File: config.mk
export PLATFORM = sky130hd
export DESIGN_NAME = lsi11_core
export DESIGN_NICKNAME = d
export VERILOG_FILES = /design/src/lsi11_pkg.sv /design/src/lsi11_dp_if.sv /design/src/lsi11_dec_if.sv /design/src/lsi11_core.sv /design/src/lsi11_datapath.sv /design/src/lsi11_alu.sv /design/src/lsi11_control.sv /design/src/lsi11_decoder.sv
export SDC_FILE = /design/constraint.sdc
export NUM_CORES = 1
export LEC_CHECK = 0
export BUFFER_PORTS_ARGS = -buffer_cell sky130_fd_sc_hd__buf_4
export CAP_MARGIN = 20
export CORE_MARGIN = 4
export CORE_UTILIZATION = 30
export DETAILED_ROUTE_END_ITERATION = 6
export PLACE_DENSITY = 0.42
export SYNTH_ARGS = -nofsm -noshare
export SYNTH_HDL_FRONTEND = slang
export SYNTH_SLANG_ARGS = --single-unit
File: constraint.sdc
create_clock -name clk -period 11.73 [get_ports clk]
set_clock_uncertainty 0.05 [all_clocks]
set_input_delay 2.346 -clock clk [delete_from_list [all_inputs] [get_ports clk]]
set_output_delay 2.346 -clock clk [all_outputs]
set_load 0.05 [all_outputs]
File: src/lsi11_pkg.sv
`default_nettype none

package lsi11_pkg;

    // ====================
    // widths with a meaning
    typedef logic [15:0] word_t;     // data word or address
    typedef logic [2:0]  reg_idx_t;  // r0..r7, r7 is the pc
    typedef logic [2:0]  mode_t;
    typedef logic [3:0]  cc_t;       // n z v c

    localparam word_t    BOOT_PC   = 16'h0000;
    localparam reg_idx_t PC_IDX    = 3'd7;
    localparam word_t    WORD_STEP = 16'd2;  // autoincrement and pc step
    localparam int       NUM_REGS  = 8;

    // ====================
    // enums
    typedef enum logic [3:0] {
        ALU_MOV, ALU_CLR, ALU_COM, ALU_INC, ALU_DEC, ALU_NEG,
        ALU_TST, ALU_ADD, ALU_SUB, ALU_CMP, ALU_BIC, ALU_BIS
    } alu_op_e;

    typedef enum logic [1:0] {CLS_SINGLE, CLS_DOUBLE, CLS_BRANCH, CLS_HALT} instr_class_e;

    typedef enum logic [1:0] {BR_ALWAYS, BR_NE, BR_EQ} branch_e;

    typedef enum logic [3:0] {
        BOOT, FETCH, DECODE, SRC_READ, DST_READ,
        EXECUTE, WRITEBACK, BRANCH, HALTED
    } seq_state_e;

    typedef enum logic {OPND_SRC, OPND_DST} opnd_sel_e;

    typedef enum logic {ADDR_PC, ADDR_ADR} bus_addr_sel_e;

endpackage

`default_nettype wire
File: src/lsi11_dp_if.sv
`timescale 1ns/1ns
`default_nettype none

interface lsi11_dp_if import lsi11_pkg::*; ();

    // ====================
    // sequencer commands
    logic          boot_pc;
    logic          load_ir;
    logic          pc_step;
    logic          pc_branch;
    opnd_sel_e     opnd_sel;
    logic          reg_step;     // autoincrement of the selected register
    logic          load_src;
    logic          load_dst;
    logic          load_adr;
    alu_op_e       alu_op;
    logic          load_cc;
    logic          write_reg;
    bus_addr_sel_e bus_addr_sel;

    // status back from the datapath
    logic          branch_taken;
    word_t         ir;

    modport seq (output boot_pc, load_ir, pc_step, pc_branch, opnd_sel, reg_step, load_src,
                        load_dst, load_adr, alu_op, load_cc, write_reg, bus_addr_sel,
                 input  branch_taken);
    modport dp  (input  boot_pc, load_ir, pc_step, pc_branch, opnd_sel, reg_step, load_src,
                        load_dst, load_adr, alu_op, load_cc, write_reg, bus_addr_sel,
                 output branch_taken, ir);

endinterface

`default_nettype wire

File: src/lsi11_dec_if.sv
`timescale 1ns/1ns
`default_nettype none

// decoded instruction fields, decoder -> sequencer and datapath
interface lsi11_dec_if import lsi11_pkg::*; ();

    instr_class_e instr_class;
    alu_op_e      alu_op;
    mode_t        src_mode;
    reg_idx_t     src_reg;
    mode_t        dst_mode;
    reg_idx_t     dst_reg;
    branch_e      branch_cond;
    logic         legal;     // low for unsupported opcode or mode

    modport dec (output instr_class, alu_op, src_mode, src_reg, dst_mode, dst_reg,
                 branch_cond, legal);
    modport seq (input  instr_class, alu_op, src_mode, src_reg, dst_mode, dst_reg,
                 branch_cond, legal);

endinterface

`default_nettype wire

File: src/lsi11_core.sv
`timescale 1ns/1ns
`default_nettype none

module lsi11_core import lsi11_pkg::*; (
    input  logic  clk,
    input  logic  reset_n,
    input  word_t bus_rdata_i,
    input  logic  bus_rply_i,
    output word_t bus_addr_o,
    output word_t bus_wdata_o,
    output logic  bus_rd_o,
    output logic  bus_wr_o,
    output logic  halted_o,
    output cc_t   cc_o
);

    lsi11_dec_if dec_bus ();
    lsi11_dp_if  dp_bus ();

    lsi11_decoder u_decoder (
        .ir_i (dp_bus.ir),      // decoded straight from the ir
        .dec  (dec_bus.dec)
    );

    lsi11_control u_control (
        .clk        (clk),
        .reset_n    (reset_n),
        .dec        (dec_bus.seq),
        .dp         (dp_bus.seq),
        .bus_rply_i (bus_rply_i),
        .bus_rd_o   (bus_rd_o),
        .bus_wr_o   (bus_wr_o),
        .halted_o   (halted_o)
    );

    lsi11_datapath u_datapath (
        .clk         (clk),
        .reset_n     (reset_n),
        .dp          (dp_bus.dp),
        .bus_rdata_i (bus_rdata_i),
        .bus_addr_o  (bus_addr_o),
        .bus_wdata_o (bus_wdata_o),
        .cc_o        (cc_o),
        .dec_i       (dec_bus.seq)
    );

endmodule

`default_nettype wire

File: src/lsi11_datapath.sv
`timescale 1ns/1ns
`default_nettype none

module lsi11_datapath import lsi11_pkg::*; (
    input  logic      clk,
    input  logic      reset_n,
    lsi11_dp_if.dp    dp,
    input  word_t     bus_rdata_i,
    output word_t     bus_addr_o,
    output word_t     bus_wdata_o,
    output cc_t       cc_o,
    lsi11_dec_if.seq  dec_i
);

    word_t    regs [NUM_REGS];      // r7 is the pc
    word_t    src_q;
    word_t    dst_q;
    word_t    adr_q;
    word_t    ir_q;
    cc_t      cc_q;

    reg_idx_t sel_idx;
    mode_t    sel_mode;
    word_t    sel_val;
    word_t    opnd_data;
    word_t    pc_ofs;
    word_t    alu_res;
    cc_t      alu_cc;

    assign sel_idx   = (dp.opnd_sel == OPND_SRC) ? dec_i.src_reg : dec_i.dst_reg;
    assign sel_mode  = (dp.opnd_sel == OPND_SRC) ? dec_i.src_mode : dec_i.dst_mode;
    assign sel_val   = regs[sel_idx];
    assign opnd_data = (sel_mode == 3'd0) ? sel_val : bus_rdata_i;  // register or memory
    assign pc_ofs    = {{7{ir_q[7]}}, ir_q[7:0], 1'b0};             // 2 * signed offset

    lsi11_alu u_alu (
        .op_i     (dp.alu_op),
        .a_i      (src_q),
        .b_i      (dst_q),
        .cc_i     (cc_q),
        .result_o (alu_res),
        .cc_o     (alu_cc)
    );

    // ====================
    // register file and latches
    always_ff @(posedge clk) begin
        if (dp.boot_pc)
            regs[PC_IDX] <= BOOT_PC;
        if (dp.pc_step)
            regs[PC_IDX] <= regs[PC_IDX] + WORD_STEP;
        if (dp.pc_branch)
            regs[PC_IDX] <= regs[PC_IDX] + pc_ofs;
        if (dp.reg_step)
            regs[sel_idx] <= sel_val + WORD_STEP;
        if (dp.write_reg)
            regs[dec_i.dst_reg] <= alu_res;
        if (dp.load_ir)  ir_q  <= bus_rdata_i;
        if (dp.load_src) src_q <= opnd_data;
        if (dp.load_dst) dst_q <= opnd_data;
        if (dp.load_adr) adr_q <= sel_val;
    end

    always_ff @(posedge clk or negedge reset_n) begin
        if (!reset_n)
            cc_q <= 4'b0000;
        else if (dp.load_cc)
            cc_q <= alu_cc;
    end

    // branch condition from z
    always_comb begin
        case (dec_i.branch_cond)
            BR_NE:   dp.branch_taken = ~cc_q[2];
            BR_EQ:   dp.branch_taken = cc_q[2];
            default: dp.branch_taken = 1'b1;
        endcase
    end

    assign dp.ir       = ir_q;
    assign bus_addr_o  = (dp.bus_addr_sel == ADDR_ADR) ? adr_q : regs[PC_IDX];
    assign bus_wdata_o = alu_res;
    assign cc_o        = cc_q;

endmodule

`default_nettype wire

File: src/lsi11_alu.sv
`timescale 1ns/1ns
`default_nettype none

module lsi11_alu import lsi11_pkg::*; (
    input  alu_op_e op_i,
    input  word_t   a_i,        // source operand
    input  word_t   b_i,        // destination operand
    input  cc_t     cc_i,
    output word_t   result_o,
    output cc_t     cc_o
);

    logic [16:0] add_ext;
    logic [16:0] sub_ext;       // dst - src
    logic [16:0] cmp_ext;       // src - dst
    word_t       res;
    logic        v;
    logic        c;

    assign add_ext = {1'b0, a_i} + {1'b0, b_i};
    assign sub_ext = {1'b0, b_i} - {1'b0, a_i};
    assign cmp_ext = {1'b0, a_i} - {1'b0, b_i};

    always_comb begin
        res = b_i;
        v   = 1'b0;
        c   = cc_i[0];          // carry kept unless the op sets it

        case (op_i)
            ALU_MOV: res = a_i;
            ALU_CLR: begin res = 16'h0000; c = 1'b0; end
            ALU_COM: begin res = ~b_i; c = 1'b1; end
            ALU_INC: begin
                res = b_i + 16'h0001;
                v   = (b_i == 16'h7fff);
            end
            ALU_DEC: begin
                res = b_i - 16'h0001;
                v   = (b_i == 16'h8000);
            end
            ALU_NEG: begin
                res = 16'h0000 - b_i;
                v   = (res == 16'h8000);
                c   = (res != 16'h0000);
            end
            ALU_TST: c = 1'b0;
            ALU_ADD: begin
                res = add_ext[15:0];
                v   = (a_i[15] == b_i[15]) && (res[15] != a_i[15]);
                c   = add_ext[16];
            end
            ALU_SUB: begin
                res = sub_ext[15:0];
                v   = (a_i[15] != b_i[15]) && (res[15] == a_i[15]);
                c   = sub_ext[16];      // borrow
            end
            ALU_CMP: begin
                res = cmp_ext[15:0];
                v   = (a_i[15] != b_i[15]) && (res[15] == b_i[15]);
                c   = cmp_ext[16];
            end
            ALU_BIC: res = b_i & ~a_i;
            ALU_BIS: res = b_i | a_i;
            default: res = b_i;
        endcase
    end

    assign result_o = res;
    assign cc_o     = {res[15], (res == 16'h0000), v, c};

endmodule

`default_nettype wire

File: src/lsi11_control.sv
`timescale 1ns/1ns
`default_nettype none

module lsi11_control import lsi11_pkg::*; (
    input  logic      clk,
    input  logic      reset_n,
    lsi11_dec_if.seq  dec,
    lsi11_dp_if.seq   dp,
    input  logic      bus_rply_i,
    output logic      bus_rd_o,
    output logic      bus_wr_o,
    output logic      halted_o
);

    seq_state_e state_q, state_d;
    logic       mem_phase_q, mem_phase_d;  // operand fetch: address latched, read pending
    logic       gap_q;                     // strobe kept low one cycle after a transfer
    logic       bus_ack;
    logic       opnd_is_src;
    mode_t      opnd_mode;

    assign bus_ack     = bus_rply_i & ~gap_q;
    assign opnd_is_src = (state_q == SRC_READ);
    assign opnd_mode   = opnd_is_src ? dec.src_mode : dec.dst_mode;
    assign halted_o    = (state_q == HALTED);

    always_ff @(posedge clk or negedge reset_n) begin
        if (!reset_n) begin
            state_q     <= BOOT;
            mem_phase_q <= 1'b0;
            gap_q       <= 1'b0;
        end else begin
            state_q     <= state_d;
            mem_phase_q <= mem_phase_d;
            gap_q       <= (bus_rd_o | bus_wr_o) & bus_rply_i;
        end
    end

    // ====================
    // next state and datapath commands
    always_comb begin
        state_d         = state_q;
        mem_phase_d     = mem_phase_q;
        dp.boot_pc      = 1'b0;
        dp.load_ir      = 1'b0;
        dp.pc_step      = 1'b0;
        dp.pc_branch    = 1'b0;
        dp.opnd_sel     = opnd_is_src ? OPND_SRC : OPND_DST;
        dp.reg_step     = 1'b0;
        dp.load_src     = 1'b0;
        dp.load_dst     = 1'b0;
        dp.load_adr     = 1'b0;
        dp.alu_op       = dec.alu_op;
        dp.load_cc      = 1'b0;
        dp.write_reg    = 1'b0;
        dp.bus_addr_sel = ADDR_PC;
        bus_rd_o        = 1'b0;
        bus_wr_o        = 1'b0;

        case (state_q)
            BOOT: begin
                dp.boot_pc = 1'b1;
                state_d    = FETCH;
            end

            FETCH: begin
                bus_rd_o = ~gap_q;                  // read at pc
                if (bus_ack) begin
                    dp.load_ir = 1'b1;
                    dp.pc_step = 1'b1;
                    state_d    = DECODE;
                end
            end

            DECODE: begin
                if (!dec.legal || dec.instr_class == CLS_HALT)
                    state_d = HALTED;
                else if (dec.instr_class == CLS_BRANCH)
                    state_d = BRANCH;
                else if (dec.instr_class == CLS_DOUBLE)
                    state_d = SRC_READ;
                else
                    state_d = DST_READ;
            end

            // both operand fields share one sequence
            SRC_READ, DST_READ: begin
                if (opnd_mode == 3'd0) begin
                    dp.load_src = opnd_is_src;
                    dp.load_dst = ~opnd_is_src;
                    state_d     = opnd_is_src ? DST_READ : EXECUTE;
                end else if (!mem_phase_q) begin
                    dp.load_adr = 1'b1;             // adr <= rn
                    dp.reg_step = 1'b1;             // rn <= rn + 2
                    mem_phase_d = 1'b1;
                end else begin
                    dp.bus_addr_sel = ADDR_ADR;
                    bus_rd_o        = ~gap_q;
                    if (bus_ack) begin
                        dp.load_src = opnd_is_src;
                        dp.load_dst = ~opnd_is_src;
                        mem_phase_d = 1'b0;
                        state_d     = opnd_is_src ? DST_READ : EXECUTE;
                    end
                end
            end

            EXECUTE: begin
                dp.load_cc = 1'b1;
                if (dec.alu_op == ALU_TST || dec.alu_op == ALU_CMP)
                    state_d = FETCH;                // no result to store
                else
                    state_d = WRITEBACK;
            end

            WRITEBACK: begin
                if (dec.dst_mode == 3'd0) begin
                    dp.write_reg = 1'b1;
                    state_d      = FETCH;
                end else begin
                    dp.bus_addr_sel = ADDR_ADR;     // write back at adr
                    bus_wr_o        = ~gap_q;
                    if (bus_ack)
                        state_d = FETCH;
                end
            end

            BRANCH: begin
                dp.pc_branch = dp.branch_taken;
                state_d      = FETCH;
            end

            HALTED: state_d = HALTED;              // only reset leaves

            default: state_d = HALTED;
        endcase
    end

endmodule

`default_nettype wire

File: src/lsi11_decoder.sv
`timescale 1ns/1ns
`default_nettype none

module lsi11_decoder import lsi11_pkg::*; (
    input  word_t       ir_i,
    lsi11_dec_if.dec    dec
);

    // only register and autoincrement modes are supported
    function automatic logic mode_ok(input mode_t m);
        mode_ok = (m == 3'd0) || (m == 3'd2);
    endfunction

    assign dec.src_mode = ir_i[11:9];
    assign dec.src_reg  = ir_i[8:6];
    assign dec.dst_mode = ir_i[5:3];
    assign dec.dst_reg  = ir_i[2:0];

    always_comb begin
        dec.instr_class = CLS_HALT;
        dec.alu_op      = ALU_MOV;
        dec.branch_cond = BR_ALWAYS;
        dec.legal       = 1'b0;

        case (ir_i[15:12])
            4'b0001: begin dec.instr_class = CLS_DOUBLE; dec.alu_op = ALU_MOV; end
            4'b0010: begin dec.instr_class = CLS_DOUBLE; dec.alu_op = ALU_CMP; end
            4'b0100: begin dec.instr_class = CLS_DOUBLE; dec.alu_op = ALU_BIC; end
            4'b0101: begin dec.instr_class = CLS_DOUBLE; dec.alu_op = ALU_BIS; end
            4'b0110: begin dec.instr_class = CLS_DOUBLE; dec.alu_op = ALU_ADD; end
            4'b1110: begin dec.instr_class = CLS_DOUBLE; dec.alu_op = ALU_SUB; end
            4'b0000: begin
                if (ir_i == 16'h0000) begin
                    dec.legal = 1'b1;                  // halt
                end else if (ir_i[11:8] inside {4'h1, 4'h2, 4'h3}) begin
                    dec.instr_class = CLS_BRANCH;
                    dec.legal       = 1'b1;
                    case (ir_i[9:8])
                        2'b10:   dec.branch_cond = BR_NE;
                        2'b11:   dec.branch_cond = BR_EQ;
                        default: dec.branch_cond = BR_ALWAYS;
                    endcase
                end else if (ir_i[11:6] inside {6'o50, 6'o51, 6'o52, 6'o53, 6'o54, 6'o57}) begin
                    dec.instr_class = CLS_SINGLE;
                    case (ir_i[8:6])
                        3'o0:    dec.alu_op = ALU_CLR;
                        3'o1:    dec.alu_op = ALU_COM;
                        3'o2:    dec.alu_op = ALU_INC;
                        3'o3:    dec.alu_op = ALU_DEC;
                        3'o4:    dec.alu_op = ALU_NEG;
                        default: dec.alu_op = ALU_TST;
                    endcase
                    dec.legal = mode_ok(ir_i[5:3]);
                end
            end
            default: ;                                 // unsupported, stays illegal
        endcase

        if (dec.instr_class == CLS_DOUBLE) begin
            dec.legal = mode_ok(ir_i[11:9]) && mode_ok(ir_i[5:3]);
        end
    end

endmodule

`default_nettype wire

==> out/metrics.yaml <==
status:
  outcome: "complete, no violations"
grt:
  grt_util_all_layers: 0.197
  number_of_antenna_violations_at_the_first_check_in_global_routing: 0
  grt_max_degree: 35
  number_of_global_route_vias_before_repair: 12100
  grt-ovfl-total: 0
  first_pass_grt_wire_length_um: 80000
clock_network:
  cts_max_level: 1
  clk_transition_reported_paths_ns: 0.06
  deepest_clock_path_buffer_count: 3
  post_cts_buffers: 0
  cts_made_buffers: 23
  cts_root_buffer: "clkbuf_16"
  clk_latency_ns: 0.53
  cts_tree: "built"
  cts_repair_resize_count: 0
  cts_hold_buffers: 0
  cts.sinks: 202
floorplanning:
  die_x_um: 231
  dieHeight_um: 231
  die_area_um2: 53200
  placementRows: 81
  floorplan.io_pins: 58
  effective_utilization_at_floorplan: 0.304
  floorplan.core_area_um2: 49000
timing:
  slew_of_the_pin_with_the_lowest_slew_margin_ns: 1.03
  clock.fmax_ghz: 0.115
  setup_viol_count_final: 0
  finalHoldViolCount: 0
  max-slew-margin-rel: 0.309
  final_critical_delay_including_setup_and_external_delays_ns: 8.69
  unrepaired_setup_endpoints_after_global_routing: "no"
  timing_max_transition_violations_final: 0
  setup_total_negative_slack_ns: 0
  final.period_utilization: 0.741
routing:
  drt_antenna_net_count: 0
  drtPass1Iterations: 5
  drt_wl_total_um: 54000
  detailroute.via_count: 12100
  drcViolationCount: 0
  post_drt_wl_per_cell_um: 24.9
  detail_route.iter0.violations: 1015
  vias_per_cell: 5.60
setup_path:
  cp-end-kind: "output pin"
  cp_data_required_time_ns: 9.33
  cp-startpoint: "u_datapath.dp.ir[15]$_DFFE_PP_"
  critical_path_peak_fanout: 22
  start_kind: "flip-flop"
  critical_path.n_buffers_inverters: 4
  r2r-start: "u_datapath.dp.ir[15]$_DFFE_PP_"
  worst-r2r-setup-slack_ns: 5.29
  cp_slowest_stage_delay_ns: 0.72
  worst_ep_arrival_time_ns: 6.30
  crit_slowest_cell: "edfxtp_1"
  cp_cell_sequence: "nor2b_1, nand2_1, a222oi_1, buf_4, nand2_1, inv_1, ha_1, o211a_1, a2111o_1, a31o_2, a211o_1, a21oi_1, nor2_1, or4_4, o22ai_4, inv_1, buf_4"
  critPathTopFamily: "compound AO/OA/AOI/OAI gates"
  crit_type: "flip-flop to output pin"
worst_hold_path:
  worst_hold_path_type: "flip-flop to flip-flop"
  min-delay-start: "u_datapath.cc_o[0]$_DFFE_PN0P_"
logic_synthesis:
  synth_warnings: 0
  yosysSeqAreaShare: 0.404
  post_synth_main_area_contributors: "edfxtp_1, ha_1, mux4_2"
  synthesis.nets: 1576
  yosys_register_bits: 202
  most_area_hungry_cell_type_in_the_yosys_netlist: "edfxtp_1"
  synthArstFlopShare: 0.0495
  synthCells: 1450
  netlist-cell-type-count: 95
  post-synth-top-count-cell: "edfxtp_1"
  synth-edff-count: 192
  netlist.area_leader.share: 0.387
  yosys_most_used_dff: "edfxtp_1"
  syn-cell-area_um2: 14900
  synthesis.area_per_instance_um2: 10.3
  synth.cells.most_frequent: "edfxtp_1, nor2_1, ha_1"
job:
  maxCapViolCount: 0
placement:
  place_congestion: 0.897
  port_buffers: 57
  dp_hpwl_um: 40500
cells_and_area:
  antenna_cells_inserted: 0
  final_net_count: 1612
  synthToLayoutAreaGrowth_pct: 13.7
  layout-drive-gt1-share: 0.145
power_and_ir_drop:
  vdd.ir_drop.worst_v: 0.000116
  leakagePower_uw: 0.00625
  powerDensity_nw_per_um2: 110
  totalPowerFinal_uw: 1860
path summary, 6_finish.rpt:
path | to | cells past startpoint
min | u_datapath.cc_o[0]$_DFFE_PN0P_ | 1
max in group asynchronous | u_datapath.cc_o[1]$_DFFE_PN0N_ | 1
min in group asynchronous | u_control.gap_q$_DFF_PN0_ | 1
min reg2reg | u_datapath.cc_o[0]$_DFFE_PN0P_ | 1
max reg2reg | u_datapath.regs[3][11]$_DFFE_PP_ | 16
max | bus_wdata_o[15] | 17
through the flow:
step	setup WS, ns	util	cell area [um^2]	std cells	hold slack [ns]
floorplan	4.39	-	14900	1450	0.489
global placement	3.64	0.329	16100	2122	0.431
detailed placement	3.59	0.329	16100	2124	0.437
CTS	3.03	0.345	16900	2166	0.455
global route	2.71	0.346	16900	2167	0.488
finish	3.04	0.346	16900	2167	0.447
sequential cells by signal, indices dropped and copies added (netlist names):
name / count
u_datapath.cc_o: 4
u_datapath.adr_q: 16
u_control.state_q: 4
u_control.mem_phase_q: 1
u_datapath.regs: 128
u_control.gap_q: 1
u_datapath.src_q: 16
u_datapath.dst_q: 16
u_datapath.dp.ir: 16
worst register-to-register path, stage by stage, from the launching register on:
cell and delay [ns]:
edfxtp_1 0.72, nor2b_1 0.36, nand2_1 0.42, a222oi_1 0.42
buf_4 0.25, nand2_1 0.31, inv_1 0.49, ha_1 0.37
o211a_1 0.25, a2111o_1 0.47, a31o_2 0.27, xnor2_1 0.13
a21oi_1 0.17, a2111oi_0 0.09, a31oi_1 0.63, nor2_1 0.16
a21oi_1 0.57
power by group:
part,internal [uW],leakage (uW),switching (uW),total [uW]
Sequential,809,0.00186,34.2,843
Combinational,97.7,0.00401,175,272
Clock,452,0.000379,290,742
per-layer routing:
metal	part of all wire	up-vias	global-route usage
met5	0	-	0
met4	0.030	0	0.0560
met3	0.036	79	0.0144
met2	0.48	325	0.336
met1	0.45	6123	0.271
li1	-	5598	-
logic make-up (layout without fill, tap and decap cells):
group / after synthesis / in the layout / synth area share
simple gates: 440 / 440 / 0.152
buf+inv: 163 / 216 / 0.0439
xor+xnor: 75 / 75 / 0.0441
mux: 77 / 77 / 0.0807
flops: 202 / 202 / 0.404
fa+ha+maj: 107 / 107 / 0.0925
compound gates: 386 / 386 / 0.182
cell usage in the layout (no fill, tap or decap), drive strengths merged, types with 18 or more instances in the layout:
master,netlist,layout
nand2b,18,18
nor2,127,127
mux2,21,21
ha,102,102
mux2i,24,24
o21ai,64,64
xnor2,50,50
edfxtp,192,192
clkbuf,51,31
a21oi,95,95
nand3,39,39
buf,25,87
mux4,32,32
a21o,24,24
nor3,54,54
nor2b,27,27
a211oi,21,21
nand2,74,74
inv,86,87
xor2,25,25
layout make-up:
type / instances / area, um^2
clock buffer: 31 / 646
inverter: 87 / 327
timing repair buffer: 87 / 676
fill: 4911 / 32000
clock inverter: 11 / 136
tap: 664 / 831
sequential: 202 / 6020
multi-input combinational: 1085 / 8290
Power figures use the tool's default switching activity.
